## src/logic/sd_bringup_pkg.sv

```systemverilog
package sd_bringup_pkg;

    // ==============================
    // types
    // ==============================

    // one spi or sector byte
    typedef logic [7:0] byte_t;

    // card side lines, cs_n driven by the sequencer
    typedef struct packed {
        logic sclk;
        logic mosi;
        logic cs_n;
    } spi_pins_t;

    // console bus, master side
    typedef struct packed {
        logic       cyc;
        logic       stb;
        logic       we;
        logic [3:0] adr;
        byte_t      dat;
    } wb_m2s_t;

    // framed as 01 + index, arg, crc + stop bit
    typedef struct packed {
        logic [5:0]  index;
        logic [31:0] arg;
        logic [6:0]  crc;
    } sd_cmd_t;

    // ==============================
    // constants
    // ==============================

    // crc fields give 0x95, 0x65, 0x01 and 0x55 once the stop bit is added
    localparam sd_cmd_t SD_CMD0   = '{index: 6'd0,  arg: 32'h0000_0000, crc: 7'h4A};
    localparam sd_cmd_t SD_CMD55  = '{index: 6'd55, arg: 32'h0000_0000, crc: 7'h32};
    localparam sd_cmd_t SD_ACMD41 = '{index: 6'd41, arg: 32'h4000_0000, crc: 7'h00};
    localparam sd_cmd_t SD_CMD17  = '{index: 6'd17, arg: 32'h0000_0000, crc: 7'h2A};

    localparam byte_t R1_IDLE    = 8'h01;
    localparam byte_t R1_READY   = 8'h00;
    localparam byte_t DATA_TOKEN = 8'hFE;

    localparam int SECTOR_BYTES = 512;

    // boot signature at the end of sector 0
    localparam byte_t BOOT_SIG_HI = 8'h55;
    localparam byte_t BOOT_SIG_LO = 8'hAA;

endpackage

```

## src/logic/board_timebase.sv

```systemverilog
`timescale 1ns/1ps

module board_timebase #(
    parameter int tick_div        = 256,
    parameter int heartbeat_width = 24
) (
    input  logic CLOCK_50,
    input  logic KEY0,
    output logic tick,
    output logic LEDR0
);

    localparam int div_w = (tick_div > 1) ? $clog2(tick_div) : 1;

    logic [div_w-1:0]           div_cnt;
    logic [heartbeat_width-1:0] blink_cnt;

    // led is the counter msb, toggles every half wrap
    assign LEDR0 = blink_cnt[heartbeat_width-1];

    always_ff @(posedge CLOCK_50 or negedge KEY0) begin
        if (!KEY0) begin
            div_cnt   <= '0;
            tick      <= 1'b0;
            blink_cnt <= '0;
        end else begin
            blink_cnt <= blink_cnt + 1'b1;
            // one clock pulse per tick_div clocks
            if (div_cnt == div_w'(tick_div - 1)) begin
                div_cnt <= '0;
                tick    <= 1'b1;
            end else begin
                div_cnt <= div_cnt + 1'b1;
                tick    <= 1'b0;
            end
        end
    end

endmodule

```

## src/logic/hex_console_writer.sv

```systemverilog
`timescale 1ns/1ps

module hex_console_writer (
    input  logic                  CLOCK_50,
    input  logic                  KEY0,
    input  logic                  card_ready,
    input  logic                  data_valid,
    input  sd_bringup_pkg::byte_t data_byte,
    output logic                  data_ready,
    output logic                  char_valid,
    output sd_bringup_pkg::byte_t char_byte,
    input  logic                  char_ready
);

    typedef enum logic [2:0] {H_WAIT, H_BANNER, H_IDLE, H_HI, H_LO} hex_state_t;

    hex_state_t            state;
    sd_bringup_pkg::byte_t cur;
    sd_bringup_pkg::byte_t prev;
    logic                  sig_seen;

    // nibble to upper-case ascii
    function automatic sd_bringup_pkg::byte_t hex_char(input logic [3:0] nib);
        if (nib < 4'd10) begin
            return 8'h30 + 8'(nib);
        end
        return 8'h37 + 8'(nib);
    endfunction

    assign data_ready = (state == H_IDLE);
    assign char_valid = (state == H_BANNER) || (state == H_HI) || (state == H_LO);

    always_comb begin
        case (state)
            H_BANNER: char_byte = "K";
            H_HI:     char_byte = hex_char(cur[7:4]);
            default:  char_byte = hex_char(cur[3:0]);
        endcase
    end

    always_ff @(posedge CLOCK_50 or negedge KEY0) begin
        if (!KEY0) begin
            state    <= H_WAIT;
            prev     <= 8'h00;
            sig_seen <= 1'b0;
        end else begin
            case (state)
                H_WAIT:   if (card_ready) state <= H_BANNER;
                H_BANNER: if (char_ready) state <= H_IDLE;
                // after the signature bytes are taken and dropped
                H_IDLE:   if (data_valid && !sig_seen) state <= H_HI;
                H_HI:     if (char_ready) state <= H_LO;
                H_LO: if (char_ready) begin
                    state <= H_IDLE;
                    prev  <= cur;
                    if (prev == sd_bringup_pkg::BOOT_SIG_HI &&
                        cur == sd_bringup_pkg::BOOT_SIG_LO) begin
                        sig_seen <= 1'b1;
                    end
                end
                default: state <= H_WAIT;
            endcase
        end
    end

    // byte being printed
    always_ff @(posedge CLOCK_50) begin
        if (state == H_IDLE && data_valid) begin
            cur <= data_byte;
        end
    end

endmodule

```

## src/logic/sd_bringup_top.sv

```systemverilog
`timescale 1ns/1ps

module sd_bringup_top #(
    parameter int tick_div        = 256,
    parameter int heartbeat_width = 24,
    parameter int console_adr     = 0
) (
    input  logic                    CLOCK_50,
    input  logic                    KEY0,
    output logic                    LEDR0,
    output logic                    SD_CLK,
    output logic                    SD_CMD,
    input  logic                    SD_DAT0,
    output logic                    SD_DAT3,
    output sd_bringup_pkg::wb_m2s_t console_wb,
    input  logic                    console_ack
);

    // ==============================
    // internal wiring
    // ==============================
    logic                      tick;
    wire sd_bringup_pkg::spi_pins_t spi;

    // sequencer <-> shifter
    logic                      xfer_req;
    logic                      xfer_done;
    sd_bringup_pkg::byte_t     tx_byte;
    sd_bringup_pkg::byte_t     rx_byte;

    // sequencer -> hex writer
    logic                      card_ready;
    logic                      data_valid;
    logic                      data_ready;
    sd_bringup_pkg::byte_t     data_byte;

    // hex writer -> console master
    logic                      char_valid;
    logic                      char_ready;
    sd_bringup_pkg::byte_t     char_byte;

    // spi lines out to the card socket
    assign SD_CLK  = spi.sclk;
    assign SD_CMD  = spi.mosi;
    assign SD_DAT3 = spi.cs_n;

    board_timebase #(
        .tick_div        (tick_div),
        .heartbeat_width (heartbeat_width)
    ) u_timebase (
        .CLOCK_50 (CLOCK_50),
        .KEY0     (KEY0),
        .tick     (tick),
        .LEDR0    (LEDR0)
    );

    spi_byte_shifter u_shifter (
        .CLOCK_50  (CLOCK_50),
        .KEY0      (KEY0),
        .tick      (tick),
        .xfer_req  (xfer_req),
        .tx_byte   (tx_byte),
        .SD_DAT0   (SD_DAT0),
        .sclk      (spi.sclk),
        .mosi      (spi.mosi),
        .xfer_done (xfer_done),
        .rx_byte   (rx_byte)
    );

    sd_cmd_sequencer u_sequencer (
        .CLOCK_50   (CLOCK_50),
        .KEY0       (KEY0),
        .xfer_done  (xfer_done),
        .rx_byte    (rx_byte),
        .xfer_req   (xfer_req),
        .cs_n       (spi.cs_n),
        .tx_byte    (tx_byte),
        .card_ready (card_ready),
        .data_valid (data_valid),
        .data_byte  (data_byte),
        .data_ready (data_ready)
    );

    hex_console_writer u_hex (
        .CLOCK_50   (CLOCK_50),
        .KEY0       (KEY0),
        .card_ready (card_ready),
        .data_valid (data_valid),
        .data_byte  (data_byte),
        .data_ready (data_ready),
        .char_valid (char_valid),
        .char_byte  (char_byte),
        .char_ready (char_ready)
    );

    wb_console_master #(
        .console_adr (console_adr)
    ) u_console (
        .CLOCK_50    (CLOCK_50),
        .KEY0        (KEY0),
        .char_valid  (char_valid),
        .char_byte   (char_byte),
        .char_ready  (char_ready),
        .console_wb  (console_wb),
        .console_ack (console_ack)
    );

endmodule

```

## src/logic/sd_cmd_sequencer.sv

```systemverilog
`timescale 1ns/1ps

module sd_cmd_sequencer (
    input  logic                  CLOCK_50,
    input  logic                  KEY0,
    input  logic                  xfer_done,
    input  sd_bringup_pkg::byte_t rx_byte,
    output logic                  xfer_req,
    output logic                  cs_n,
    output sd_bringup_pkg::byte_t tx_byte,
    output logic                  card_ready,
    output logic                  data_valid,
    output sd_bringup_pkg::byte_t data_byte,
    input  logic                  data_ready
);

    typedef enum logic [2:0] {
        ST_DUMMY,   // 10 fill bytes, cs high
        ST_FRAME,   // 6 command bytes
        ST_R1,      // poll for r1
        ST_TOKEN,   // poll for data token
        ST_DATA,    // fetch one sector byte
        ST_HOLD,    // byte offered downstream
        ST_CRC,     // drop 2 crc bytes
        ST_PARK
    } seq_state_t;

    seq_state_t              state;
    sd_bringup_pkg::sd_cmd_t cmd;
    logic [2:0]              frame_idx;
    logic [9:0]              cnt;
    logic [47:0]             frame;
    logic                    issue;

    // start bits, index, arg, crc, stop bit
    assign frame = {2'b01, cmd.index, cmd.arg, cmd.crc, 1'b1};

    // only the command frame carries data, all else is 0xff fill
    always_comb begin
        if (state == ST_FRAME) begin
            tx_byte = frame[8 * (5 - int'(frame_idx)) +: 8];
        end else begin
            tx_byte = 8'hFF;
        end
    end

    // no spi traffic while a byte waits downstream or when finished
    assign issue = (state != ST_HOLD) && (state != ST_PARK);

    // shifter keeps the last byte until the next request
    assign data_valid = (state == ST_HOLD);
    assign data_byte  = rx_byte;

    // ==============================
    // bring-up fsm
    // ==============================
    always_ff @(posedge CLOCK_50 or negedge KEY0) begin
        if (!KEY0) begin
            state      <= ST_DUMMY;
            cmd        <= sd_bringup_pkg::SD_CMD0;
            frame_idx  <= 3'd0;
            cnt        <= 10'd0;
            xfer_req   <= 1'b0;
            cs_n       <= 1'b1;
            card_ready <= 1'b0;
        end else begin
            // request held until done, re-raised a cycle later
            if (xfer_done) begin
                xfer_req <= 1'b0;
            end else if (!xfer_req && issue) begin
                xfer_req <= 1'b1;
            end

            case (state)
                ST_DUMMY: if (xfer_done) begin
                    cnt <= cnt + 10'd1;
                    // 80 clocks done, select card
                    if (cnt == 10'd9) begin
                        cnt   <= 10'd0;
                        cs_n  <= 1'b0;
                        state <= ST_FRAME;
                    end
                end
                ST_FRAME: if (xfer_done) begin
                    frame_idx <= frame_idx + 3'd1;
                    if (frame_idx == 3'd5) begin
                        frame_idx <= 3'd0;
                        state     <= ST_R1;
                    end
                end
                // r1 has msb clear, 0xff means still busy
                ST_R1: if (xfer_done && !rx_byte[7]) begin
                    state <= ST_FRAME;
                    if (cmd == sd_bringup_pkg::SD_CMD0) begin
                        if (rx_byte == sd_bringup_pkg::R1_IDLE) begin
                            cmd <= sd_bringup_pkg::SD_CMD55;
                        end
                    end else if (cmd == sd_bringup_pkg::SD_CMD55) begin
                        cmd <= sd_bringup_pkg::SD_ACMD41;
                    end else if (cmd == sd_bringup_pkg::SD_ACMD41) begin
                        // still idle means another cmd55/acmd41 round
                        if (rx_byte == sd_bringup_pkg::R1_READY) begin
                            cmd        <= sd_bringup_pkg::SD_CMD17;
                            card_ready <= 1'b1;
                        end else begin
                            cmd <= sd_bringup_pkg::SD_CMD55;
                        end
                    end else if (rx_byte == sd_bringup_pkg::R1_READY) begin
                        state <= ST_TOKEN;
                    end
                end
                ST_TOKEN: if (xfer_done && rx_byte == sd_bringup_pkg::DATA_TOKEN) begin
                    cnt   <= 10'd0;
                    state <= ST_DATA;
                end
                ST_DATA: if (xfer_done) begin
                    state <= ST_HOLD;
                end
                ST_HOLD: if (data_ready) begin
                    if (cnt == 10'(sd_bringup_pkg::SECTOR_BYTES - 1)) begin
                        cnt   <= 10'd0;
                        state <= ST_CRC;
                    end else begin
                        cnt   <= cnt + 10'd1;
                        state <= ST_DATA;
                    end
                end
                ST_CRC: if (xfer_done) begin
                    cnt <= cnt + 10'd1;
                    if (cnt == 10'd1) begin
                        cs_n  <= 1'b1;
                        state <= ST_PARK;
                    end
                end
                default: state <= ST_PARK;
            endcase
        end
    end

endmodule

```

## src/logic/spi_byte_shifter.sv

```systemverilog
`timescale 1ns/1ps

module spi_byte_shifter (
    input  logic                  CLOCK_50,
    input  logic                  KEY0,
    input  logic                  tick,
    input  logic                  xfer_req,
    input  sd_bringup_pkg::byte_t tx_byte,
    input  logic                  SD_DAT0,
    output logic                  sclk,
    output logic                  mosi,
    output logic                  xfer_done,
    output sd_bringup_pkg::byte_t rx_byte
);

    logic                  busy;
    logic [3:0]            edge_cnt;
    logic                  start;
    sd_bringup_pkg::byte_t shreg;

    // no restart in the done cycle, the request is still high there
    assign start   = xfer_req && !busy && !xfer_done;
    assign rx_byte = shreg;

    // ==============================
    // edge control
    // ==============================
    always_ff @(posedge CLOCK_50 or negedge KEY0) begin
        if (!KEY0) begin
            busy      <= 1'b0;
            edge_cnt  <= 4'd0;
            sclk      <= 1'b0;
            mosi      <= 1'b1;
            xfer_done <= 1'b0;
        end else begin
            xfer_done <= 1'b0;
            if (start) begin
                busy     <= 1'b1;
                edge_cnt <= 4'd0;
                // msb set up before the first rising edge
                mosi     <= tx_byte[7];
            end else if (busy && tick) begin
                edge_cnt <= edge_cnt + 4'd1;
                // even count rises, odd count falls
                sclk     <= ~edge_cnt[0];
                if (edge_cnt == 4'd15) begin
                    busy      <= 1'b0;
                    xfer_done <= 1'b1;
                    mosi      <= 1'b1;
                end else if (edge_cnt[0]) begin
                    mosi <= shreg[7];
                end
            end
        end
    end

    // tx bits leave at the top, miso bits enter at the bottom
    always_ff @(posedge CLOCK_50) begin
        if (start) begin
            shreg <= tx_byte;
        end else if (busy && tick && !edge_cnt[0]) begin
            shreg <= {shreg[6:0], SD_DAT0};
        end
    end

endmodule

```

## src/logic/wb_console_master.sv

```systemverilog
`timescale 1ns/1ps

module wb_console_master #(
    parameter int console_adr = 0
) (
    input  logic                    CLOCK_50,
    input  logic                    KEY0,
    input  logic                    char_valid,
    input  sd_bringup_pkg::byte_t   char_byte,
    output logic                    char_ready,
    output sd_bringup_pkg::wb_m2s_t console_wb,
    input  logic                    console_ack
);

    logic                  busy;
    sd_bringup_pkg::byte_t dat_q;

    // one write in flight, next char taken after ack
    assign char_ready = !busy;

    // cyc, stb and we move together
    always_comb begin
        console_wb.cyc = busy;
        console_wb.stb = busy;
        console_wb.we  = busy;
        console_wb.adr = 4'(console_adr);
        console_wb.dat = dat_q;
    end

    always_ff @(posedge CLOCK_50 or negedge KEY0) begin
        if (!KEY0) begin
            busy <= 1'b0;
        end else if (busy) begin
            if (console_ack) busy <= 1'b0;
        end else if (char_valid) begin
            busy <= 1'b1;
        end
    end

    // held stable for the whole cycle
    always_ff @(posedge CLOCK_50) begin
        if (!busy && char_valid) begin
            dat_q <= char_byte;
        end
    end

endmodule

```

## config.mk

```make
export PLATFORM = sky130hd
export DESIGN_NAME = sd_bringup_top
export DESIGN_NICKNAME = d
export VERILOG_FILES = /design/src/logic/sd_bringup_pkg.sv /design/src/logic/board_timebase.sv /design/src/logic/hex_console_writer.sv /design/src/logic/sd_bringup_top.sv /design/src/logic/sd_cmd_sequencer.sv /design/src/logic/spi_byte_shifter.sv /design/src/logic/wb_console_master.sv
export SDC_FILE = /design/constraint.sdc
export NUM_CORES = 1
export LEC_CHECK = 0
export BUFFER_PORTS_ARGS = -buffer_cell sky130_fd_sc_hd__clkbuf_2
export CAP_MARGIN = 10
export CORE_MARGIN = 2
export CORE_UTILIZATION = 28
export DETAILED_ROUTE_END_ITERATION = 8
export PLACE_DENSITY = 0.39
export SYNTH_ARGS = -nofsm -noshare
export SYNTH_HDL_FRONTEND = slang
export SYNTH_SLANG_ARGS = --single-unit
export TNS_END_PERCENT = 20
```

## constraint.sdc

```tcl
create_clock -name CLOCK_50 -period 2.9 [get_ports CLOCK_50]
set_clock_uncertainty 0.1 [all_clocks]
set_input_delay 0.145 -clock CLOCK_50 [delete_from_list [all_inputs] [get_ports CLOCK_50]]
set_output_delay 0.145 -clock CLOCK_50 [all_outputs]
set_load 0.05 [all_outputs]
```

=== Word level (Yosys, flattened, before mapping) ===
Cells that the tools add are included.
W data, S select, Z words.

* Register bits after elaboration: 142
* Bits of input ports: 4
* Output and inout port bits: 19
* Logic and storage cells: 198

* Add/subtract/negate cells: 10
* Magnitude comparators: 2
* Equality and inequality tests: 40
* Shifts and indexed selects: 1
* Muxes and demuxes: 70
* Bitwise operators: 5
* Reductions and logical operators: 46

{| class="wikitable"
|+ Operator list
! cell !! count
|-
| $mux W45 || 5
|-
| $eq A45 B45 Y1 const B || 2
|-
| $mux W8 || 8
|-
| $mux W10 || 6
|-
| $mux W3 || 18
|-
| $shiftx A48 B32 Y8 || 1
|-
| $eq A45 B7 Y1 const B || 1
|-
| $pmux W10 S4 || 1
|-
| $add A6 B4 Y7 const A || 4
|-
| $add A24 B1 Y24 const B || 1
|-
| $eq A8 B8 Y1 const B || 3
|-
| $mux W1 || 24
|-
| $pmux W3 S7 || 1
|-
| $ne A2 B2 Y1 const B || 10
|-
| $pmux W8 S2 || 1
|-
| $eq A3 B3 Y1 const B || 5
|-
| $eq A3 B2 Y1 const B || 4
|-
| $logic_and A1 B1 Y1 || 12
|-
| $pmux W3 S4 || 1
|-
| $add A10 B1 Y10 const B || 1
|-
| $eq A10 B1 Y1 const B || 1
|-
| $eq A10 B4 Y1 const B || 1
|-
| $eq A10 B9 Y1 const B || 1
|-
| $ne A2 B1 Y1 const B || 5
|-
| 28 further kinds || 57
|}

=== Logic depth before layout (Yosys ltp) ===
Gate-level depths: netlist of run 1.

* Depth after elaboration: 7
* Depth in mapped cells: 8
* Gate-level depth less buffers: 7

=== Modules after synthesis ===
From an unflattened synthesis of run 1, not the netlist that was laid out.

* Cells, all modules: 509
* Area total of the unflattened synthesis: 5,444.0 µm²

{| class="wikitable"
|+ Modules (own cells, without submodules)
! module !! times used !! cells each !! area an instance (µm²) !! sequential area each (µm²)
|-
| sd_cmd_sequencer || 1 || 205 || 1,900.6 || 680.7
|-
| board_timebase || 1 || 114 || 1,367.6 || 825.8
|-
| hex_console_writer || 1 || 98 || 1,116.1 || 540.5
|-
| spi_byte_shifter || 1 || 72 || 718.2 || 441.7
|-
| wb_console_master || 1 || 20 || 341.6 || 265.3
|}

=== Worst setup path after synthesis of run 1 ===
No wires, ideal clock.

* Kind: register to register
* Start: reg u_sequencer.cmd[1] in the netlist's numbering
* End: reg u_sequencer.cmd[41] in the netlist's numbering
* Setup time: 0.125 ns
* Arrival: 2.086 ns
* Required time: 2.675 ns
* Path slack: 0.589 ns
* Cell stages (with the launch flop): 5
* Clock period less this slack: 2.311 ns
* Path through: dfstp_2 or4b_1 or4_4 a21boi_4 mux2_4

* Longest elaborated chain between the ends: 3
* Elaborated cells on any way between the ends: 8
* Classes of those cells: eq/ne (4); mux (2); reduce/logical (2)

{| class="wikitable"
|+ RTL lines
! element !! line !! text
|-
| start: declaration || sd_cmd_sequencer.sv:29 || <nowiki>sd_bringup_pkg::sd_cmd_t cmd;</nowiki>
|-
| start signal: assignment || sd_cmd_sequencer.sv:60 || <nowiki>cmd <= sd_bringup_pkg::SD_CMD0;</nowiki>
|-
| start signal: assignment || sd_cmd_sequencer.sv:96 || <nowiki>cmd <= sd_bringup_pkg::SD_CMD55;</nowiki>
|-
| start signal: assignment || sd_cmd_sequencer.sv:99 || <nowiki>cmd <= sd_bringup_pkg::SD_ACMD41;</nowiki>
|-
| $eq A45 B7 Y1 (tied with other cells) || sd_cmd_sequencer.sv:94 || <nowiki>if (cmd == sd_bringup_pkg::SD_CMD0) begin</nowiki>
|-
| $ne A2 B2 Y1 (no line) (tied with other cells) || - ||
|-
| $reduce_and A4 Y1 (no line) / $mux W45 (equally long branches) || - ||
|}

Several ways; a longest one is shown, not always the timed one.
A chain may end at the register's enable or synchronous reset.

=== Worst setup path in the final report of run 1 ===
* Start: reg u_sequencer.cmd[3] in the netlist's numbering
* End: reg u_sequencer.cmd[41] in the netlist's numbering

Same word-level chain as after synthesis.

==> results of run 1 <==
==> kinds of logic (layout without fill, tap and decap cells) <==
group	count (synthesis)	count (layout)	share of synthesized area
adder cells (fa/ha/maj)	12	12	0.0291
AND/OR/NAND/NOR	180	180	0.184
multiplexers	12	12	0.0274
other	1	5	0.000726
buffers and inverters	42	69	0.0373
flip-flops	104	104	0.528
XOR/XNOR	34	34	0.0577
AO/OA/AOI/OAI	102	102	0.136
==> cells in the final DEF, fill, tap and decap left out, drive strengths merged, types with 11 or more instances in the layout <==
cell type / netlist / routed
a21oi: 17 / 17
buf: 11 / 14
clkbuf: 11 / 27
dfrtp: 76 / 76
edfxtp: 23 / 23
ha: 12 / 12
inv: 20 / 23
mux2: 11 / 11
nand2: 39 / 39
nand3: 30 / 30
nor2: 40 / 40
o21ai: 25 / 25
xnor2: 21 / 21
xor2: 13 / 13
==> layer usage <==
metal  vias up  global-route usage
met5         -                   0
met3        15              0.0224
met2        55               0.176
li1       1803                   -
met1      1782               0.175
met4         0              0.0526
==> what timing repair did <==
action	CTS	global route
setup endpoints to repair	0	0
hold endpoints to repair	33	0
hold buffers	3	0
==> state kept, by name, indices dropped and copies added, names as in the netlist, 4 cells and up <==
register	cells
u_console.dat_q	7
u_shifter.edge_cnt	4
u_hex.prev	8
u_shifter.rx_byte	8
u_hex.cur	8
u_timebase.blink_cnt	24
u_sequencer.cnt	10
u_timebase.div_cnt	8
u_sequencer.cmd	8
==> metrics by stage <==
stage | worst slack, ns | utilization
global placement | 0.490 | 0.307
global route | 0.203 | 0.327
detailed placement | 0.484 | 0.307
floorplan | 0.589 | -
CTS | 0.462 | 0.327
finish | 0.450 | 0.327
==> power breakdown <==
group          switching (mW)  internal [mW]
Clock                   0.611          0.707
Combinational          0.0536         0.0106
Sequential            0.00403           1.49
==> path summary, 6_finish.rpt <==
check | startpoint | slack (ns) | depth (start not counted) | endpoint
min in group CLOCK_50 | u_timebase.blink_cnt[18]$_DFF_PN0_ | 0.37 | 1 | u_timebase.blink_cnt[18]$_DFF_PN0_
worst max-delay path | u_sequencer.cmd[3]$_DFFE_PN1P_ | 0.45 | 4 | u_sequencer.cmd[41]$_DFFE_PN0P_
worst max register to register | u_sequencer.cmd[3]$_DFFE_PN1P_ | 0.45 | 4 | u_sequencer.cmd[41]$_DFFE_PN0P_
worst min register to register | u_timebase.blink_cnt[18]$_DFF_PN0_ | 0.37 | 1 | u_timebase.blink_cnt[18]$_DFF_PN0_
worst min-delay path | KEY0 | 0.20 | 2 | u_shifter.edge_cnt[0]$_DFFE_PN0P_
max in group asynchronous | KEY0 | 1.87 | 3 | u_hex.state[1]$_DFFE_PN0P_
==> final cells by class <==
cell class	instances	area [µm²]
Fill cell	1872	12100
Clock inverter	5	51.3
Tap cell	229	287
Multi-Input combinational cell	345	2260
Inverter	20	75.1
Clock buffer	11	275
Timing Repair Buffer	33	225
Sequential cell	104	2720
==> metrics.md, run 1 <==
| Metric | Value |
|---|---|
| Clk sinks | approximately 100 |
| Routed Wire Length | approximately 11000 µm |
| Final period util | 0.845 |
| Yosys top cell area share | 0.368 |
| Synthesized flop and latch total | 104 |
| Vias per cell | approximately 4.9 |
| Maximum vdd drop | roughly 310 µV |
| IO Port Bufs | 17 |
| Inserted Diodes | 0 |
| Final HPWL DP | roughly 7700 µm |
| Largest cells by area after synthesis | dfrtp_1, edfxtp_1, xnor2_1 |
| Worst Setup Start Kind | register |
| Routability congestion estimate from global placement | just under 0.8 |
| Post-synth EDFFs | 23 |
| Root Driver | clkbuf_16 |
| Core area | between 15000 and 20000 µm² |
| Post-route cell area | approximately 5900 µm² |
| Post-layout minimum cycle time | between 2 and 2.5 ns |
| Critical Path Sink Type | register |
| Fmax | between 400 and 500 MHz |
| Detailed router's first-iteration violation count | between 200 and 250 |
| Least-Margin Pin Slew | 0.714 ns |
| Full die area | 19500 µm² |
| Most instantiated cells after synthesis | dfrtp_1, nor2_1, nand2_1 |
| Status | finished, final reports clean |
| Total Power | around 2.9 mW |
| Clk buf depth | 2 |
| Top Layer Used | met4 |
| Worst Path Max Fanout | 9 |
| Synth Area per Inst | ~11 µm² |
| # nets final | around 530 |
| Crit path cell chain | or4bb_1 > or4_4 > a21boi_4 > mux2_4 |
| Hold Fails Final Rpt | 0 |
| Synth unique cells | 70 |
| Sequential share of the synthesized area | 0.528 |
| H-tree levels | 3 |
| Via count | approximately 3700 |
| Clock latency on the worst-skew pair | 0.36 ns |
| Met3 WL | about 280 µm |
| Die width | ~140 µm |
| Final setup viols | 0 |
| Mapped Cells | 487 |
| Top-count cell post-synth | dfrtp_1 |
| Crit-path slowest cell | dfstp_2 |
| Site Rows | between 40 and 50 |
| Top Ports | 23 |
| Max Cap Violations | 0 |
| Die Height | 140 µm |
| Placed cells | just over 700 |
| Global-route wire length before repair | between 15000 and 20000 µm |
| Syn. warnings | 0 |
| Metal1 wirelength | 5660 µm |
| Hold Crit Class | primary input to async pin |
| Initial antenna violation count | 0 |
| Number of global-route vias before repair | roughly 3700 |
| Fraction of registers with async set/reset | 0.779 |
| Power per cell area | approximately 490 nW/µm² |
| Leakage | roughly 2.5 nW |
| # DRC | 0 |
| Met2 WL | around 4800 µm |
| Slew HR | 0.512 |
| Global Route Usage Sum | 0.121 |
| Share of layout cells above drive strength 1 | 0.133 |
| Post-CTS sizing | 0 |
| Cell Area, Synth | between 5000 and 6000 µm² |
| # Post-CTS Setup Buffers | 0 |
| Worst EP required | slightly above 3 ns |
| Clk slew on worst S/H paths | ~0.08 ns |
| Top FF cell, synth | dfrtp_1 |
| Hold Slack | ~0.2 ns |
| Post-route insts no fill | 747 |
| CP top delay family | simple AND/OR/NAND/NOR gates |
| Largest net degree at the start of global routing | 46 |
| Post-place instance area | ~5500 µm² |
| Crit path largest cell delay | between 0.5 and 0.6 ns |
| Final TNS setup | 0 ns |
| CP Data Arrival Time | about 2.6 ns |
| Num CTS Buffers | 9 |
| Worst path bufs/invs | 0 |
| Layout area overhead | 14.3% |
| Final max-slew violation count | 0 |
| Unrepaired setup endpoints after global routing | false |
| DR WL/cell | approximately 15 µm |
| Final antenna-violating net count | 0 |
| Initial Utilization | 0.286 |
| CTS tree | yes |
| Grt ovf | 0 |
| Crit path kind | register to register |
| Cell taking the most area after synthesis | dfrtp_1 |
| Router iterations before antenna repair | 4 |
Note: power is estimated with default switching activity, not from simulation.
==> run 2: changes to the inputs <==
ABC_AREA = 1   (was unset)
PLACE_DENSITY = 0.4   (was 0.39)
clock period = 2.04 ns   (was 2.9 ns; I/O delays follow)
==> run 2 against run 1 <==
Against the previous run:
- sequential cell count did not move
- clock-buffer cell count did not move
- register-to-register slack got worse by 0.36 ns
- worst setup slack got worse by 0.36 ns
- combinational power rose by 3.6%
- sequential share of layout area fell by 2.9 points
- first-iteration DRC count fell by 0.85%
- non-clock buffer count fell by 4
- global-route usage rose by 0.74 points
- maximum frequency rose by 26%
- critical path type unchanged
- critical endpoint is now u_shifter.rx_byte[6]$_DFFE_PP_
- largest cell class unchanged
==> metrics.md, run 2 <==
| Metric | Value |
|---|---|
| Status | finished, final reports clean |
| Clock latency on the worst-skew pair | between 0.3 and 0.4 ns |
| Synth Area per Inst | 8.43 µm² |
| Final antenna-violating net count | 0 |
| Sequential share of the synthesized area | 0.490 |
| Top Ports | 23 |
| Commonest non-fill, non-tap cells in the layout | nand2_1, inv_1, dfrtp_1 |
| Crit. Startpoint | u_sequencer.frame_idx[1]$_DFFE_PN0P_ |
| Hold buffer count at CTS | 2 |
| Crit path cell chain | inv_1 > ha_1 > inv_1 > nand4_1 > inv_1 > nand2_1 > a21oi_1 > o22ai_1 > inv_1 |
| Mapped Cells | 659 |
| Cell taking the most area after synthesis | dfrtp_1 |
| Final period util | 0.957 |
| Hold Crit Class | primary input to register |
| Initial Utilization | 0.285 |
| Critical Path Sink Type | register |
| Clk sinks | approximately 100 |
| Die width | 145 µm |
| Total Power | 3.96 mW |
| Root Driver | clkbuf_16 |
| CP Data Arrival Time | 2.08 ns |
| Worst EP required | 2.17 ns |
| Clk slew on worst S/H paths | around 0.070 ns |
| Final setup viols | 0 |
| Multi-input logic area | approximately 2400 µm² |
| Most flop-heavy register | u_timebase.blink_cnt |
| Max Cap Violations | 0 |
| Worst Setup Start Kind | register |
| Detailed router's first-iteration violation count | around 230 |
| Post-CTS sizing | 0 |
| Synthesized flop and latch total | 104 |
| CP Capture Point | u_shifter.rx_byte[6]$_DFFE_PP_ |
| IO Port Bufs | 17 |
| R2R depth | 9 |
| Grt ovf | 0 |
| Crit path kind | register to register |
| Top flop regs | u_timebase.blink_cnt: 24 flops, u_sequencer.cnt: 10 flops |
| Largest cells by area after synthesis | dfrtp_1, edfxtp_1, nand2_1 |
| Most common cell after layout, fill and taps aside | nand2_1 |
| Vias per cell | approximately 4.5 |
| CTS tree | yes |
| Share of layout cells above drive strength 1 | 0.121 |
| Global Route Usage Sum | 0.128 |
| Final TNS setup | 0 ns |
| Top-count cell post-synth | nand2_1 |
| Core area | approximately 20000 µm² |
| Router iterations before antenna repair | 5 |
| Maximum vdd drop | between 300 and 400 µV |
| Largest net degree at the start of global routing | 54 |
| Layout area overhead | 13.3% |
| Full die area | around 21000 µm² |
| Top FF cell, synth | dfrtp_1 |
| Worst Path Max Fanout | 5 |
| Syn. warnings | 0 |
| Critical path's most frequent cell | inv_1 |
| Initial antenna violation count | 0 |
| # nets final | approximately 700 |
| Critical R2R Capture | u_shifter.rx_byte[6]$_DFFE_PP_ |
| Final max-slew violation count | 0 |
| Die Height | about 140 µm |
| R2R Path Start | u_sequencer.frame_idx[1]$_DFFE_PN0P_ |
| Global-route wire length before repair | around 21000 µm |
| Crit path largest cell delay | roughly 0.42 ns |
| # DRC | 0 |
| Clk buf depth | 2 |
| Hold Fails Final Rpt | 0 |
| R2r setup slk | between 0.08 and 0.09 ns |
| Routed Wire Length | approximately 12000 µm |
| Inserted Diodes | 0 |
| Number of flip-flops in the largest register | 24 |
| H-tree levels | 3 |
| Post-synth EDFFs | 23 |
| Post-layout minimum cycle time | 1.95 ns |
| Site Rows | ~50 |
| Number of global-route vias before repair | 4233 |
| Most instantiated cells after synthesis | nand2_1, inv_1, dfrtp_1 |
| Final HPWL DP | 9240 µm |
| Cell Area, Synth | 5550 µm² |
| Filler Cell Count | 2016 |
| Sequential cell area | about 2700 µm² |
| Synth unique cells | 45 |
| Yosys top cell area share | 0.342 |
| Unrepaired setup endpoints after global routing | false |
| Num CTS Buffers | 9 |
| Routability congestion estimate from global placement | just over 0.8 |
| Fraction of registers with async set/reset | 0.779 |
| # Post-CTS Setup Buffers | 0 |
| Power per cell area | around 630 nW/µm² |
| Via count | around 4300 |
| Fmax | 512 MHz |
| Crit-path slowest cell | dfrtp_1 |
| DR WL/cell | 12.7 µm |
| Leakage | approximately 3.0 nW |
-- run 2: changes by cell type after synthesis, moves of 8 or more --
cell      previous run  this run
nand2_1             39       156
inv_1               20        87
nor2_1              40        65
nand3_1             30        47
xnor2_1             21        10
clkbuf_1            11         1
xor2_1              13        23
mux2_2               9         0
nand2_2              0         9
inv_2                0         8
nand4_1              9        17
-- run 2: layout make-up --
type                    instances  area share
well taps                     265      0.0527
repair buffers                 29      0.0310
multi-input cells             451       0.379
inverters                      96      0.0577
clock inverters                 5     0.00974
flip-flops and latches        104       0.433
clock buffers                  11      0.0370
-- run 2: report_power, final --
part	leakage [nW]	switching, mW	internal [mW]	total [mW]
sequential	1.28	0.000000000000000113	2.12	2.12
combinational	1.55	0.0555	0.0110	0.0665
clock	0.145	0.813	0.966	1.78
-- run 2: metal layers --
metal  wire [µm]  global-route usage  up-vias
met2        5120               0.188       79
met3         412              0.0197       14
met4         274              0.0572        0
met5           0                   0        -
met1        6420               0.186     2029
li1            -                   -     2192
-- run 2: worst max-delay path, delay by kind of cell, from the launching register on --
kind | cells | cell delay (ns)
simple gates | 2 | 0.24
flops | 1 | 0.42
buf+inv | 4 | 0.41
fa+ha+maj | 1 | 0.33
compound gates | 2 | 0.33
-- run 2: per-stage QoR --
stage               hold WS, ns  setup slack (ns)  utilization  std cells  cell area [µm²]
floorplan                -0.294             0.468            -        663             5570
global placement         -0.107             0.196        0.307        943             5980
detailed placement      -0.0981             0.153        0.307        943             5980
CTS                    0.000506             0.124        0.323        961             6290
global route             0.0149            0.0259        0.323        961             6290
finish                   0.0225            0.0880        0.323        961             6290
-- run 2: logic make-up after synthesis --
group	synth area share
AOI/OAI and AO/OA	0.0748
xor gates and xnor gates	0.0520
adders and majority gates	0.0270
buffers and inverters	0.0829
DFF	0.490
other	0.000675
and+or+nand+nor	0.272
-- run 2: how the worst min path moves through the flow --
stage                     startpoint                              endpoint  slack (ns)  cells past startpoint
after floorplan                 KEY0              u_console.busy$_DFF_PN0_       -0.29                      0
after global placement          KEY0       u_sequencer.cmd[44]$_DFFE_PN0P_       -0.11                      1
after detailed placement        KEY0  u_sequencer.frame_idx[2]$_DFFE_PN0P_        -0.1                      1
after CTS                    SD_DAT0        u_shifter.rx_byte[0]$_DFFE_PP_      0.0005                      3
after global routing         SD_DAT0        u_shifter.rx_byte[0]$_DFFE_PP_        0.01                      3
final                        SD_DAT0        u_shifter.rx_byte[0]$_DFFE_PP_        0.02                      3
==> run 3: changes to the inputs <==
ABC_AREA = 0   (was 1)
==> run 3 against run 2 <==
Against the previous run:
- the run now ends with setup timing left
- sequential power about the same
- non-clock buffer count increased by 69
- total power is 2.2% higher
- global-route usage fell by 0.68 points
- routed wire length shrank 8.7%
- sequential cell count stayed put
- cell count fell by 16%
- via count shrank 10%
- hold slack better by 0.14 ns
- critical path type unchanged
- critical endpoint is now u_sequencer.cmd[41]$_DFFE_PN0P_
- largest power group unchanged
==> metrics.md, run 3 (same netlist as run 1, synthesis figures left out) <==
| Metric | Value |
|---|---|
| Final setup viols | 13 |
| Number of flip-flops in the largest register | 24 |
| Power per cell area | about 630 nW/µm² |
| Multi-input logic area | 2350 µm² |
| Num CTS Buffers | 9 |
| DR WL/cell | 13.7 µm |
| Clk buf depth | 2 |
| Final antenna-violating net count | 0 |
| # nets final | around 590 |
| Combinational fraction of design power | 0.023 |
| Post-place instance area | 6030 µm² |
| Worst Path Max Fanout | 4 |
| Post-layout worst setup margin | -0.212 ns |
| Post-layout minimum cycle time | 2.25 ns |
| Root Driver | clkbuf_16 |
| R2r setup slk | -0.21 ns |
| Failing checks | setup timing |
| Final HPWL DP | 8190 µm |
| Layout area overhead | 25.2% |
| Status | complete, but fails checks |
| R2R Path Start | u_shifter.rx_byte[4]$_DFFE_PP_ |
| Commonest non-fill, non-tap cells in the layout | buf_4, dfrtp_1, nor2_1 |
| IO Port Bufs | 17 |
| H-tree levels | 3 |
| Fmax | ~440 MHz |
| Initial antenna violation count | 0 |
| R2R depth | 4 |
| Top flop regs | u_timebase.blink_cnt: 24 flops, u_sequencer.cnt: 10 flops |
| Clk sinks | roughly 100 |
| Hold Crit Class | primary input to async pin |
| Worst EP required | between 2 and 2.5 ns |
| Initial Utilization | 0.286 |
| Sw Pwr | 0.931 mW |
| Global Route Usage Sum | 0.121 |
| Reg power frac | 0.525 |
| Clock share of power | 0.453 |
| Grt ovf | 0 |
| Switching portion of total power | 0.230 |
| Final TNS setup | -1.34 ns |
| Maximum vdd drop | approximately 550 µV |
| Detailed router's first-iteration violation count | slightly below 300 |
| Die Height | 140 µm |
| CP Capture Point | u_sequencer.cmd[41]$_DFFE_PN0P_ |
| Global-route wire length before repair | approximately 19000 µm |
| Final max-slew violation count | 0 |
| Placed cells | a little under 800 |
| # DRC | 0 |
| Top Ports | 23 |
| Leakage | roughly 2.9 nW |
| Most flop-heavy register | u_timebase.blink_cnt |
| Least-Margin Pin Slew | 0.544 ns |
| Router iterations before antenna repair | 4 |
| Critical R2R Capture | u_sequencer.cmd[41]$_DFFE_PN0P_ |
| Routability congestion estimate from global placement | roughly 0.76 |
| Hold Fails Final Rpt | 0 |
| Clk slew on worst S/H paths | ~0.080 ns |
| Final period util | 1.10 |
| Layout Utilization | 0.359 |
| Post-route insts no fill | 812 |
| Sequential cell area | ~2700 µm² |
| Most common cell after layout, fill and taps aside | buf_4 |
| Vias per cell | approximately 4.8 |
| CP Data Arrival Time | around 2.4 ns |
| Max Cap Violations | 0 |
| Largest net degree at the start of global routing | 42 |
| Critical Path Sink Type | register |
| Share of layout cells above drive strength 1 | 0.261 |
| Worst Setup Start Kind | register |
| Pint | approximately 3.1 mW |
| Full die area | a little under 20000 µm² |
| Slew HR | 0.637 |
| Number of global-route vias before repair | about 3900 |
| Clock latency on the worst-skew pair | between 0.3 and 0.4 ns |
| CTS tree | yes |
| Die width | 140 µm |
| Unrepaired setup endpoints after global routing | true |
| Filler Cell Count | roughly 1800 |
| Core area | ~18000 µm² |
| Crit path kind | register to register |
| Site Rows | 49 |
| Crit. Startpoint | u_shifter.rx_byte[4]$_DFFE_PP_ |
| Post-route cell area | roughly 6500 µm² |
| Via count | approximately 3900 |
| Routed Wire Length | approximately 11000 µm |
| Inserted Diodes | 0 |
-- run 3: worst max-delay path: stages (launching register included) --
cell      delay (ns)
edfxtp_1        0.39
or4_4           0.55
or4_4           0.56
a21boi_4        0.22
mux2_4          0.32
-- run 3: power by group through the flow --
stage	Sequential, mW	Combinational, mW	Clock [mW]
3_3_place_gp	2.17	0.0905	0
3_5_place_dp	2.17	0.0909	0
2_1_floorplan	2.16	0.0613	0
5_1_grt	2.12	0.102	1.98
4_1_cts	2.12	0.0959	1.90
6_report	2.12	0.0915	1.83
-- run 3: repair_timing --
| action | in CTS | in global routing |
|---|---|---|
| hold buffers | 3 | 0 |
| hold endpoints to repair | 38 | 0 |
| endpoints found under the setup margin | 18 | 24 |
| cloned | 0 | 0 |
| gates resized for setup | 8 | 10 |
| pin swaps | 4 | 6 |
| setup buffers | 1 | 1 |
-- run 3: worst min path at each step --
stage                     start                                 end  slack, ns  cells past startpoint
after floorplan            KEY0            u_console.busy$_DFF_PN0_      -0.29                      0
after global placement     KEY0  u_timebase.blink_cnt[23]$_DFF_PN0_       0.02                      1
after detailed placement   KEY0  u_timebase.blink_cnt[23]$_DFF_PN0_       0.03                      1
after CTS                  KEY0  u_timebase.blink_cnt[23]$_DFF_PN0_       0.19                      2
after global routing       KEY0  u_timebase.blink_cnt[23]$_DFF_PN0_       0.22                      2
final                      KEY0  u_timebase.blink_cnt[23]$_DFF_PN0_       0.16                      2
-- run 3: cell type report --
type	instances	area share
inverters	20	0.0116
well taps	229	0.0443
clock inverters	7	0.0134
repair buffers	98	0.111
flip-flops and latches	104	0.422
clock buffers	9	0.0348
multi-input cells	345	0.364
-- run 3: per-layer routing --
layer  wire [µm]  track usage
met1        5630        0.170
met2        5120        0.192
met3         237       0.0196
met4         165       0.0426
met5           0            0
-- run 3: per-stage QoR --
step	hold slack (ns)	setup slack, ns	power (mW)
after floorplan	-0.294	-0.247	2.22
after global placement	0.0224	-0.230	2.26
after detailed placement	0.0276	-0.259	2.26
after CTS	0.194	-0.252	4.12
after global routing	0.225	-0.304	4.21
final	0.161	-0.212	4.05
